### config.mk
export PLATFORM = sky130hd
export DESIGN_NAME = slm_ctrl_top
export DESIGN_NICKNAME = d
export VERILOG_FILES = /design/src/hw/slm_pkg.sv /design/src/hw/cmd_decoder.sv /design/src/hw/frame_store.sv /design/src/hw/image_writer.sv /design/src/hw/line_loader.sv /design/src/hw/slm_ctrl_top.sv
export VERILOG_INCLUDE_DIRS = /design/src /design/src/hw
export SDC_FILE = /design/constraint.sdc
export NUM_CORES = 2
export LEC_CHECK = 0
export BUFFER_PORTS_ARGS = -buffer_cell sky130_fd_sc_hd__buf_4
export CAP_MARGIN = 20
export CORE_ASPECT_RATIO = 0.7
export CORE_MARGIN = 1.5
export CORE_UTILIZATION = 40
export CTS_BUF_LIST = sky130_fd_sc_hd__clkbuf_8 sky130_fd_sc_hd__clkbuf_16
export DETAILED_ROUTE_END_ITERATION = 8
export PLACE_DENSITY_LB_ADDON = 0.15
export SETUP_SLACK_MARGIN = 0.2
export SLEW_MARGIN = 10
export SYNTH_ARGS = -nofsm -noshare
export SYNTH_HDL_FRONTEND = slang
export SYNTH_SLANG_ARGS = --single-unit
### constraint.sdc
create_clock -name clock_50 -period 5.9 [get_ports clock_50]
set_input_delay 1.18 -clock clock_50 [delete_from_list [all_inputs] [get_ports clock_50]]
set_output_delay 1.18 -clock clock_50 [all_outputs]
set_load 0.005 [all_outputs]
### src/hw/slm_config.svh
// ==========================================================
// image geometry, frame count, command opcodes and widths
// ==========================================================
`ifndef SLM_CONFIG_SVH
`define SLM_CONFIG_SVH

// image geometry in pixels
`define SLM_IMG_W      8
`define SLM_IMG_H      8
`define SLM_NUM_FRAMES 4

// field widths
`define SLM_PIX_W      8
`define SLM_OFS_W      8
`define SLM_FRAME_W    2
`define SLM_LINE_W     3
`define SLM_COL_W      3
`define SLM_ADDR_W     8

// host command opcodes, one byte each
`define SLM_OP_SET_H     8'h01
`define SLM_OP_SET_V     8'h02
`define SLM_OP_SEL_FRAME 8'h03
`define SLM_OP_LOAD      8'h04

`endif

### src/hw/slm_pkg.sv
// ==========================================================
// shared types of the image path
// pixel, offset, index and address vectors, decoder states
// ==========================================================
`include "slm_config.svh"

package slm_pkg;

    // one pixel, also one host command byte
    typedef logic [`SLM_PIX_W-1:0] pixel_t;

    // signed shift, plus moves right or down
    typedef logic signed [`SLM_OFS_W-1:0] offset_t;

    // indices into the frame store
    typedef logic [`SLM_FRAME_W-1:0] frame_t;
    typedef logic [`SLM_LINE_W-1:0]  line_t;
    typedef logic [`SLM_COL_W-1:0]   col_t;

    // store address is {frame, line, column}
    typedef logic [`SLM_ADDR_W-1:0] store_addr_t;

    // command parser states
    typedef enum logic [1:0] {
        IDLE,
        ARG,
        LOAD,
        WAIT_LOW
    } dec_state_t;

endpackage

### src/hw/cmd_decoder.sv
// ==========================================================
// host byte port with four-phase req/ack
// opcode parser, offset and frame registers
// ==========================================================
`timescale 1ns/1ps
`include "slm_config.svh"

module cmd_decoder (
    input  logic                clock_50,
    input  logic                rst_n,
    input  logic                cmd_req,
    input  slm_pkg::pixel_t     cmd_data,
    input  logic                load_done,
    output logic                cmd_ack,
    output slm_pkg::offset_t    h_offset,
    output slm_pkg::offset_t    v_offset,
    output slm_pkg::frame_t     disp_frame,
    output logic                wr_start,
    output slm_pkg::frame_t     load_frame,
    output logic                pix_wr,
    output slm_pkg::pixel_t     pix_byte
);

    slm_pkg::dec_state_t state;
    slm_pkg::pixel_t     op_q;
    logic                take;

    // new byte on the port and not yet acked
    assign take = cmd_req && !cmd_ack;

    // ack follows req by one cycle in both directions
    always_ff @(posedge clock_50) begin
        if (!rst_n) begin
            cmd_ack <= 1'b0;
        end else begin
            cmd_ack <= cmd_req;
        end
    end

    // load start goes out with the frame argument byte
    assign wr_start   = take && (state == slm_pkg::ARG) && (op_q == `SLM_OP_LOAD);
    assign load_frame = cmd_data[`SLM_FRAME_W-1:0];

    // image bytes pass straight to the writer
    assign pix_wr   = take && (state == slm_pkg::LOAD);
    assign pix_byte = cmd_data;

    // ======================================================
    // parser FSM
    // ======================================================
    always_ff @(posedge clock_50) begin
        if (!rst_n) begin
            state      <= slm_pkg::IDLE;
            h_offset   <= '0;
            v_offset   <= '0;
            disp_frame <= '0;
        end else begin
            case (state)
                slm_pkg::IDLE: begin
                    if (take) begin
                        op_q <= cmd_data;
                        // unknown opcode is dropped here
                        if (cmd_data == `SLM_OP_SET_H || cmd_data == `SLM_OP_SET_V ||
                            cmd_data == `SLM_OP_SEL_FRAME || cmd_data == `SLM_OP_LOAD) begin
                            state <= slm_pkg::ARG;
                        end else begin
                            state <= slm_pkg::WAIT_LOW;
                        end
                    end
                end
                slm_pkg::ARG: begin
                    if (take) begin
                        state <= slm_pkg::WAIT_LOW;
                        case (op_q)
                            `SLM_OP_SET_H:     h_offset <= slm_pkg::offset_t'(cmd_data);
                            `SLM_OP_SET_V:     v_offset <= slm_pkg::offset_t'(cmd_data);
                            `SLM_OP_SEL_FRAME: disp_frame <= cmd_data[`SLM_FRAME_W-1:0];
                            `SLM_OP_LOAD:      state <= slm_pkg::LOAD;
                            default:           state <= slm_pkg::WAIT_LOW;
                        endcase
                    end
                end
                slm_pkg::LOAD: begin
                    // writer flags the last byte in its take cycle
                    if (load_done) begin
                        state <= slm_pkg::WAIT_LOW;
                    end
                end
                default: begin
                    // finish the last handshake of a command
                    if (!cmd_req) begin
                        state <= slm_pkg::IDLE;
                    end
                end
            endcase
        end
    end

    // ack only ever answers a live request
    ack_needs_req: assert property (@(posedge clock_50) disable iff (!rst_n)
        $rose(cmd_ack) |-> cmd_req);

endmodule

### src/hw/frame_store.sv
// ==========================================================
// on-chip pixel memory for all frames
// one write port, one registered read port
// ==========================================================
`timescale 1ns/1ps
`include "slm_config.svh"

module frame_store (
    input  logic                 clock_50,
    input  logic                 rst_n,
    input  logic                 we,
    input  slm_pkg::store_addr_t waddr,
    input  slm_pkg::pixel_t      wdata,
    input  slm_pkg::store_addr_t raddr,
    output slm_pkg::pixel_t      rdata
);

    localparam int DEPTH = `SLM_NUM_FRAMES * `SLM_IMG_W * `SLM_IMG_H;

    slm_pkg::pixel_t mem [DEPTH];

    // unloaded frames read back as black
    always_ff @(posedge clock_50) begin
        if (!rst_n) begin
            for (int i = 0; i < DEPTH; i++) begin
                mem[i] <= '0;
            end
            rdata <= '0;
        end else begin
            if (we) begin
                mem[waddr] <= wdata;
            end
            // one cycle read latency
            rdata <= mem[raddr];
        end
    end

endmodule

### src/hw/image_writer.sv
// ==========================================================
// download sequencer into the frame store
// ==========================================================
`timescale 1ns/1ps
`include "slm_config.svh"

module image_writer (
    input  logic                 clock_50,
    input  logic                 rst_n,
    input  logic                 wr_start,
    input  slm_pkg::frame_t      load_frame,
    input  logic                 pix_wr,
    input  slm_pkg::pixel_t      pix_byte,
    output logic                 load_done,
    output logic                 we,
    output slm_pkg::store_addr_t waddr,
    output slm_pkg::pixel_t      wdata
);

    logic            active;
    slm_pkg::frame_t frame_q;
    slm_pkg::line_t  line_q;
    slm_pkg::col_t   col_q;
    logic            col_end;
    logic            line_end;

    assign col_end  = (col_q == slm_pkg::col_t'(`SLM_IMG_W - 1));
    assign line_end = (line_q == slm_pkg::line_t'(`SLM_IMG_H - 1));

    // write in the same cycle as the byte
    assign we        = pix_wr && active;
    assign waddr     = {frame_q, line_q, col_q};
    assign wdata     = pix_byte;
    assign load_done = we && col_end && line_end;

    always_ff @(posedge clock_50) begin
        if (!rst_n) begin
            active <= 1'b0;
            line_q <= '0;
            col_q  <= '0;
        end else if (wr_start) begin
            // new image, restart at the top left
            active  <= 1'b1;
            frame_q <= load_frame;
            line_q  <= '0;
            col_q   <= '0;
        end else if (we) begin
            col_q <= col_q + 1'b1;
            if (col_end) begin
                col_q  <= '0;
                line_q <= line_q + 1'b1;
            end
            if (load_done) begin
                active <= 1'b0;
            end
        end
    end

    // decoder only sends bytes inside a load block
    wr_in_load: assert property (@(posedge clock_50) disable iff (!rst_n)
        pix_wr |-> active);

endmodule

### src/hw/line_loader.sv
// ==========================================================
// display line request port and shifted line streamer
// offset address math, zero fill, back-pressured output
// ==========================================================
`timescale 1ns/1ps
`include "slm_config.svh"

module line_loader (
    input  logic                 clock_50,
    input  logic                 rst_n,
    input  logic                 line_req,
    input  slm_pkg::line_t       line_idx,
    input  slm_pkg::offset_t     h_offset,
    input  slm_pkg::offset_t     v_offset,
    input  slm_pkg::frame_t      disp_frame,
    input  slm_pkg::pixel_t      rdata,
    input  logic                 pix_ready,
    output logic                 line_ack,
    output slm_pkg::store_addr_t raddr,
    output logic                 pix_valid,
    output slm_pkg::pixel_t      pix_data,
    output logic                 pix_last
);

    // line context captured at request
    slm_pkg::line_t   line_q;
    slm_pkg::offset_t h_q;
    slm_pkg::offset_t v_q;
    slm_pkg::frame_t  frame_q;

    // issue stage
    logic             run_q;
    slm_pkg::col_t    cnt_q;
    logic signed [8:0] src_x;
    logic signed [8:0] src_y;
    logic             in_range;
    slm_pkg::store_addr_t cur_addr;

    // read in flight beside the memory register
    logic             rd_vld;
    logic             rd_inr;
    logic             rd_last;
    slm_pkg::store_addr_t rd_addr_q;

    logic             b_load;
    logic             adv;
    logic             issue;
    logic             start;

    // ======================================================
    // source position
    // ======================================================
    // source is output minus offset in 9 signed bits
    assign src_x = $signed({6'b0, cnt_q}) - $signed({h_q[7], h_q});
    assign src_y = $signed({6'b0, line_q}) - $signed({v_q[7], v_q});

    assign in_range = (src_x >= 0) && (src_x < `SLM_IMG_W) &&
                      (src_y >= 0) && (src_y < `SLM_IMG_H);

    assign cur_addr = {frame_q, src_y[`SLM_LINE_W-1:0], src_x[`SLM_COL_W-1:0]};

    // output reg free or draining
    assign b_load = !pix_valid || pix_ready;
    // read stage may move on
    assign adv    = !rd_vld || b_load;
    assign issue  = run_q && adv;

    // stalled read stage re-reads the same word so rdata holds
    assign raddr = adv ? cur_addr : rd_addr_q;

    assign start = line_req && !line_ack && !run_q && !rd_vld && !pix_valid;

    always_ff @(posedge clock_50) begin
        rd_addr_q <= raddr;
        if (start) begin
            line_q  <= line_idx;
            h_q     <= h_offset;
            v_q     <= v_offset;
            frame_q <= disp_frame;
        end
    end

    // ======================================================
    // issue, read and output stages
    // ======================================================
    always_ff @(posedge clock_50) begin
        if (!rst_n) begin
            run_q     <= 1'b0;
            cnt_q     <= '0;
            rd_vld    <= 1'b0;
            rd_inr    <= 1'b0;
            rd_last   <= 1'b0;
            pix_valid <= 1'b0;
            pix_last  <= 1'b0;
        end else begin
            if (start) begin
                run_q <= 1'b1;
                cnt_q <= '0;
            end else if (issue) begin
                cnt_q <= cnt_q + 1'b1;
                if (cnt_q == slm_pkg::col_t'(`SLM_IMG_W - 1)) begin
                    run_q <= 1'b0;
                end
            end
            // in-range flag rides with the read
            if (adv) begin
                rd_vld  <= issue;
                rd_inr  <= in_range;
                rd_last <= (cnt_q == slm_pkg::col_t'(`SLM_IMG_W - 1));
            end
            if (b_load) begin
                pix_valid <= rd_vld;
                pix_last  <= rd_vld && rd_last;
                if (rd_vld) begin
                    pix_data <= rd_inr ? rdata : '0;
                end
            end
        end
    end

    // ack one cycle after the last pixel is taken
    always_ff @(posedge clock_50) begin
        if (!rst_n) begin
            line_ack <= 1'b0;
        end else if (pix_valid && pix_ready && pix_last) begin
            line_ack <= 1'b1;
        end else if (!line_req) begin
            line_ack <= 1'b0;
        end
    end

    // next pixel waiting in the read stage must not move while stalled
    hold_on_stall: assert property (@(posedge clock_50) disable iff (!rst_n)
        pix_valid && !pix_ready && rd_vld |=> $stable(rdata));

endmodule

### src/hw/slm_ctrl_top.sv
// ==========================================================
// image path top: decoder, writer, store, line loader
// ==========================================================
`timescale 1ns/1ps
`include "slm_config.svh"

module slm_ctrl_top (
    input  logic             clock_50,
    input  logic             rst_n,
    input  logic             cmd_req,
    input  slm_pkg::pixel_t  cmd_data,
    input  logic             line_req,
    input  slm_pkg::line_t   line_idx,
    input  logic             pix_ready,
    output logic             cmd_ack,
    output logic             line_ack,
    output logic             pix_valid,
    output slm_pkg::pixel_t  pix_data,
    output logic             pix_last
);

    // decoder outputs
    slm_pkg::offset_t     h_offset;
    slm_pkg::offset_t     v_offset;
    slm_pkg::frame_t      disp_frame;
    logic                 wr_start;
    slm_pkg::frame_t      load_frame;
    logic                 pix_wr;
    slm_pkg::pixel_t      pix_byte;

    // store ports
    logic                 load_done;
    logic                 we;
    slm_pkg::store_addr_t waddr;
    slm_pkg::pixel_t      wdata;
    slm_pkg::store_addr_t raddr;
    slm_pkg::pixel_t      rdata;

    cmd_decoder dec_i (
        .clock_50   (clock_50),
        .rst_n      (rst_n),
        .cmd_req    (cmd_req),
        .cmd_data   (cmd_data),
        .load_done  (load_done),
        .cmd_ack    (cmd_ack),
        .h_offset   (h_offset),
        .v_offset   (v_offset),
        .disp_frame (disp_frame),
        .wr_start   (wr_start),
        .load_frame (load_frame),
        .pix_wr     (pix_wr),
        .pix_byte   (pix_byte)
    );

    image_writer wr_i (
        .clock_50   (clock_50),
        .rst_n      (rst_n),
        .wr_start   (wr_start),
        .load_frame (load_frame),
        .pix_wr     (pix_wr),
        .pix_byte   (pix_byte),
        .load_done  (load_done),
        .we         (we),
        .waddr      (waddr),
        .wdata      (wdata)
    );

    frame_store store_i (
        .clock_50 (clock_50),
        .rst_n    (rst_n),
        .we       (we),
        .waddr    (waddr),
        .wdata    (wdata),
        .raddr    (raddr),
        .rdata    (rdata)
    );

    line_loader ld_i (
        .clock_50   (clock_50),
        .rst_n      (rst_n),
        .line_req   (line_req),
        .line_idx   (line_idx),
        .h_offset   (h_offset),
        .v_offset   (v_offset),
        .disp_frame (disp_frame),
        .rdata      (rdata),
        .pix_ready  (pix_ready),
        .line_ack   (line_ack),
        .raddr      (raddr),
        .pix_valid  (pix_valid),
        .pix_data   (pix_data),
        .pix_last   (pix_last)
    );

endmodule

After elaboration in Yosys (flattened, before gate mapping). Memory sizes are Yosys's and may differ from the RTL's. A register that Yosys moved wholly into a read port is not among the register bits. Cells that the tools add are included.

Add/sub/neg operators: 5. Equal/unequal tests: 18. Muxes and demuxes: 24. Reductions and logical operators: 47. Bitwise operators: 1. $lt $le $gt $ge: 4.

Operators by type and width (count): 8-bit by 2-bit == test with 1-bit output, second input constant (4); 8-bit 2-to-1 mux (3); 9-bit by 1-bit >= comparator with 1-bit output, second input constant (2); 1-bit logical AND (18); 9-bit by 5-bit less-than comparator with 1-bit output, second input constant (2); 4-bit by 8-bit subtractor with 9-bit output (2); 8-bit by 1-bit == test with 1-bit output, second input constant (2); 8-bit by 3-bit == test with 1-bit output, second input constant (2); 3-bit AND reduction (5); 1-bit 2-to-1 mux (14); 2-bit 2-to-1 mux (5); 3-bit by 1-bit adder with 3-bit output, second input constant (3); 3-bit == test, second input constant (3); 2-bit by 1-bit != test with 1-bit output, second input constant (4); 2-bit AND reduction (4); 2-bit nonzero test (4); 8-bit OR reduction (1); 1-bit logical NOT (6); 2-bit one-hot mux with 3 select lines (1); 1-bit logical OR (5); 4-bit by 1-bit != test with 1-bit output, second input constant (1); 4-bit AND reduction (1); 2-bit OR reduction (2); 3-bit 2-to-1 mux (1); other kinds (4) (4).

Word-level logic and storage cells: 124. Output and inout port bits: 12. Memory bits (writable): 2048. Input port bits: 16. Bits in registers: 85. Memories kept: 1.

Memories: store_i.mem (words 256, bits a word 8, rd ports 1, clocked after Yosys merged registers in 1, wr ports 256, line frame_store.sv:20) `slm_pkg::pixel_t mem [DEPTH];`.

Logic depth before layout (Yosys ltp).
Word-level depth: 9. Mapped depth: 16. Mapped depth without buffers: 13.

Cells and area by module. Synthesis repeated with hierarchy kept, for this count alone.

Cells, all modules: 6956. Area total of the unflattened synthesis: 99415.3 µm².

By module, submodules not included: frame_store (cells an instance 6628, area an instance 95634.2 µm², seq. area each 61659.1 µm², times used 1); line_loader (cells an instance 153, area an instance 1949.4 µm², seq. area each 1231.2 µm², times used 1); cmd_decoder (cells an instance 125, area an instance 1312.5 µm², seq. area each 660.6 µm², times used 1); image_writer (cells an instance 50, area an instance 519.2 µm², seq. area each 200.2 µm², times used 1).

Worst setup path before layout. OpenSTA, ideal clock, no wires.

Path kind: input to register. From: input rst_n. To: memory store_i.mem[128][0] (netlist bit) (enable). Required time: 5571 ps. Stages on the path: 9. Buffers on the path: 4. Slack: 2136 ps. Arrival: 3435 ps. Path through: clkbuf_1 inv_1 or4b_2 clkbuf_1 nor2_1 clkbuf_1 clkbuf_1 nand2_1 nand2_1.

RTL lines: from (decl) (line slm_ctrl_top.sv:9) `input logic rst_n,`; to (decl) (line frame_store.sv:20).

Worst setup path after layout.
From: register ld_i.h_q[0]. To: register store_i.rdata[1], read port of store_i.mem.

Longest elaborated chain between the ends: 2.

Ends and longest elaborated chain: from (decl) (line line_loader.sv:27) `slm_pkg::offset_t h_q;`; from (signal assigned) (line line_loader.sv:77) `h_q <= h_offset;`; 4-bit by 8-bit subtractor with 9-bit output (line line_loader.sv:54) `assign src_x = $signed({6'b0, cnt_q}) - $signed({h_q[7], h_q});`; 8-bit 2-to-1 mux (line line_loader.sv:69) `assign raddr = adv ? cur_addr : rd_addr_q;`; to (decl) (line frame_store.sv:15) `output slm_pkg::pixel_t rdata`.

No other way between the ends. A chain may end at the register's enable or synchronous reset.

==> results.ini <==
[status]
status=finished, final reports clean

[timing]
period_share=0.915
fin_ws_ns=0.503
hold_ws_ns=0.429
grt_setup_unrepaired=no
number_of_hold_slack_violations_in_the_final_timing_report=0
tightest_pin_transition_ns=1.15
achievable-frequency_mhz=185
final-setup-viol-count=0
slew-limit-headroom=0.225
final.min_clock_period_ns=5.40
finalClockSkew_ns=0.0427
maxSlewViolCount=0

[clock_network]
source_to_sink_clock_delay_at_the_later_pin_of_the_worst_skew_pair_ns=0.88
cts_setup_buffers=0
cts-htree-levels=4
clockBufferDepth=4
cts_hold_repair.buffers=0
cts_resized=0
tritoncts=built
root_buffer_selected_by_cts=sky130_fd_sc_hd__clkbuf_16
worst_setup_hold_path_clk_slew_ns=0.07
tritoncts.num_buffers=218
number_of_sinks_driven_by_the_clock_tree=2141

[placement]
globalplace.congestion=0.885
dpl_worst_slack_ns=-0.154
post-dp-hpwl_um=223000
portBuffers=27

[global_route]
grt_start_max_net_pins=166
groute.usage.overall=0.276
grt_antenna_before_repair=24
globalRouteOverflowTotal=0
first_global_vias=68476
grt_first_pass_wirelength_um=525000

[die]
floorplan.die.height_um=427
placement_rows=155
die-width_um=608
initial_core_utilization=0.402
design.die.area_um2=260000
core_area_um2=255000
pin_count=28

[synth]
yosysSeqAreaShare=0.621
syn-cell-area_um2=103000
synth_cell_type_count=76
postSynthCellCount=8923
asyncSetResetFlopFracSynth=0
number_of_synthesized_flops_with_an_enable_pin=2087
synth_top_area_frac=0.611
synth_largest_area_cell=sky130_fd_sc_hd__edfxtp_1
ys_ff_latch=2141
ys.warnings.count=0
syn_area_per_cell_um2=11.5
synth.area.top_cells=sky130_fd_sc_hd__edfxtp_1 (61%), sky130_fd_sc_hd__and3_1 (13%), sky130_fd_sc_hd__nand2_1 (5.5%)
top_reg_cell_synth=sky130_fd_sc_hd__edfxtp_1
postSynthNetCount=8961

[final_layout]
layout-area-overhead-vs-synth_pct=10.2
fillCellCount=23081
post-route-util=0.443
regArea_um2=63800
final_nets=8423
multi_input_area_um2=33900
drive_gt1_frac=0.0943

[power_and_ir_drop]
power.density_cell_area_nw_per_um2=334
power_frac_comb=0.161
power.ir.vdd_worst_v=0.000232
clock_share_of_power=0.371
portion_of_total_power_attributed_to_sequential_cells=0.468
p_leak_nw=47.6
p_int_mw=26.8
power.switching_fraction=0.290
p_sw_mw=11.0

[detailed_routing]
viasPerCell=6.20
per_cell_routed_wire_length_um=31.0
drt_pass1_iterations=6
first_iter_violations=11365
detailroute.via_count=74010
antenna_violating_nets_post_route=0
drc_errors=0
final_wl_um=370000

[worst_setup_path]
cp_max_fo=49
timing.setup.critical_path_class=flip-flop to flip-flop
crit_required_ns=6.70
critical_path.startpoint_type=flip-flop
timing.critical_path.arrival_ns=6.20
endpoint_kind=flip-flop

[worst_hold_path]
timing.hold.worst.class=flip-flop to flip-flop

[run]
timing.max_cap.violations=0

==> worst max-delay path: stages (launching register included) <==
cell                        delay, ns
sky130_fd_sc_hd__edfxtp_1        0.41
sky130_fd_sc_hd__ha_4            0.18
sky130_fd_sc_hd__fa_1            0.43
sky130_fd_sc_hd__xnor2_1         0.24
sky130_fd_sc_hd__mux2i_4         0.54
sky130_fd_sc_hd__buf_12          0.43
sky130_fd_sc_hd__buf_4           0.42
sky130_fd_sc_hd__a2111oi_0       0.15
sky130_fd_sc_hd__o41ai_1         0.66
sky130_fd_sc_hd__nand4_1         0.34
sky130_fd_sc_hd__a21oi_1         0.95
sky130_fd_sc_hd__o41ai_1         0.25
sky130_fd_sc_hd__a21oi_1         0.20
==> cell usage after synthesis, types with 6 or more instances <==
library cell,count
sky130_fd_sc_hd__buf_6,22
sky130_fd_sc_hd__nand4_1,53
sky130_fd_sc_hd__dfxtp_1,54
sky130_fd_sc_hd__o221ai_1,13
sky130_fd_sc_hd__nor2_1,80
sky130_fd_sc_hd__nand2_1,1512
sky130_fd_sc_hd__a311oi_1,52
sky130_fd_sc_hd__a221oi_1,27
sky130_fd_sc_hd__a211oi_1,277
sky130_fd_sc_hd__nand2b_1,11
sky130_fd_sc_hd__mux4_2,64
sky130_fd_sc_hd__mux2i_1,380
sky130_fd_sc_hd__o22ai_1,16
sky130_fd_sc_hd__clkbuf_1,866
sky130_fd_sc_hd__a2111oi_0,43
sky130_fd_sc_hd__buf_1,52
sky130_fd_sc_hd__ha_1,20
sky130_fd_sc_hd__inv_1,158
sky130_fd_sc_hd__buf_2,149
sky130_fd_sc_hd__buf_4,28
sky130_fd_sc_hd__edfxtp_1,2087
sky130_fd_sc_hd__nor3_1,20
sky130_fd_sc_hd__nor4_1,30
sky130_fd_sc_hd__a41oi_1,6
sky130_fd_sc_hd__a21oi_1,130
sky130_fd_sc_hd__a32o_1,6
sky130_fd_sc_hd__and3_1,2065
sky130_fd_sc_hd__a22o_1,6
sky130_fd_sc_hd__nand3_1,369
sky130_fd_sc_hd__a32oi_1,60
sky130_fd_sc_hd__o21ai_0,43
sky130_fd_sc_hd__o2111ai_1,13
sky130_fd_sc_hd__a31oi_1,74
sky130_fd_sc_hd__a22oi_1,20
sky130_fd_sc_hd__o41ai_1,10
sky130_fd_sc_hd__and2_1,27
==> power groups by stage <==
stage | Combinational [mW] | Sequential (mW) | Clock [mW]
floorplan | 3.23 | 17.9 | 0
detailed placement | 5.93 | 18.0 | 0
global route | 6.30 | 17.7 | 14.6
global placement | 5.92 | 18.0 | 0
CTS | 5.94 | 17.7 | 14.1
finish | 6.09 | 17.7 | 14.0
==> per-layer routing <==
metal / vias up / global-route usage / wire (um)
met5: - / 0 / 85
met4: 10 / 0.0658 / 9110
met3: 499 / 0.0526 / 38600
met2: 3992 / 0.389 / 152000
met1: 37626 / 0.434 / 170000
li1: 31883 / - / -
==> through the flow <==
stage	TNS, ns	area (um^2)	std cells	total power [mW]
2_1_floorplan	0	103000	8923	21.1
3_3_place_gp	-0.0220	106000	11532	23.9
3_5_place_dp	-0.154	106000	11539	23.9
4_1_cts	0	113000	11925	37.7
5_1_grt	0	113000	11926	38.7
6_report	0	113000	11933	37.8
==> registers in the layout, summed over array words and instances, names as in the netlist, 8 cells and up <==
| register | flops |
|---|---|
| ld_i.h_q | 8 |
| dec_i.h_offset | 8 |
| store_i.mem | 2048 |
| dec_i.v_offset | 8 |
| store_i.rdata | 8 |
| ld_i.rd_addr_q | 8 |
| dec_i.op_q | 8 |
| ld_i.pix_data | 8 |
| ld_i.v_q | 8 |
==> layout by cell type, fill, tap and decap left out, drive strengths merged, types with 5 or more instances in the layout <==
master and n:
a211oi 280, nor3 22, nand2 1512, nor4 30
and2 27, mux4 64, o211ai 5, nand4b 5
a2111oi 46, bufinv 19, nor2 81, ha 20
clkinv 76, a32o 6, nand3 369, diode 7
a21oi 130, mux2i 383, nand4 53, a22oi 20
buf 354, a32oi 60, o21ai 45, inv 215
clkbuf 243, a41oi 6, a22o 6, nand2b 11
o41ai 10, edfxtp 2087, a31oi 74, o22ai 16
and3 2065, dfxtp 54, a311oi 52, o221ai 13
o2111ai 13, a221oi 27
==> cell type report <==
type / instances / share of cell area
Sequential cell: 2141 / 0.564
Multi-Input combinational cell: 5501 / 0.299
Clock buffer: 235 / 0.0508
Tap cell: 3375 / 0.0374
Timing Repair Buffer: 362 / 0.0323
Clock inverter: 151 / 0.0105
Inverter: 161 / 0.00550
Antenna cell: 7 / 0.000155
==> cells by family (layout without fill, tap and decap cells) <==
| kind of cell | Yosys count | in the layout | synth area share |
|---|---|---|---|
| fa+ha+maj | 22 | 22 | 0.00283 |
| mux | 450 | 450 | 0.0520 |
| compound gates | 825 | 825 | 0.0584 |
| other cells | 0 | 7 | 0 |
| xor+xnor | 7 | 7 | 0.000598 |
| flops | 2141 | 2141 | 0.621 |
| simple gates | 4197 | 4197 | 0.213 |
| buf+inv | 1281 | 909 | 0.0517 |
==> worst paths after layout <==
kind | startpoint | to | slack, ns | cells after the start
worst min register to register | dec_i.v_offset[2]$_SDFFE_PN0P_ | ld_i.v_q[2]$_DFFE_PP_ | 0.43 | 0
worst min-delay path | dec_i.v_offset[2]$_SDFFE_PN0P_ | ld_i.v_q[2]$_DFFE_PP_ | 0.43 | 0
worst max-delay path | ld_i.h_q[0]$_DFFE_PP_ | store_i.rdata[1]$_SDFF_PN0_ | 0.50 | 12
worst max register to register | ld_i.h_q[0]$_DFFE_PP_ | store_i.rdata[1]$_SDFF_PN0_ | 0.50 | 12
Power figures use the tool's default switching activity.
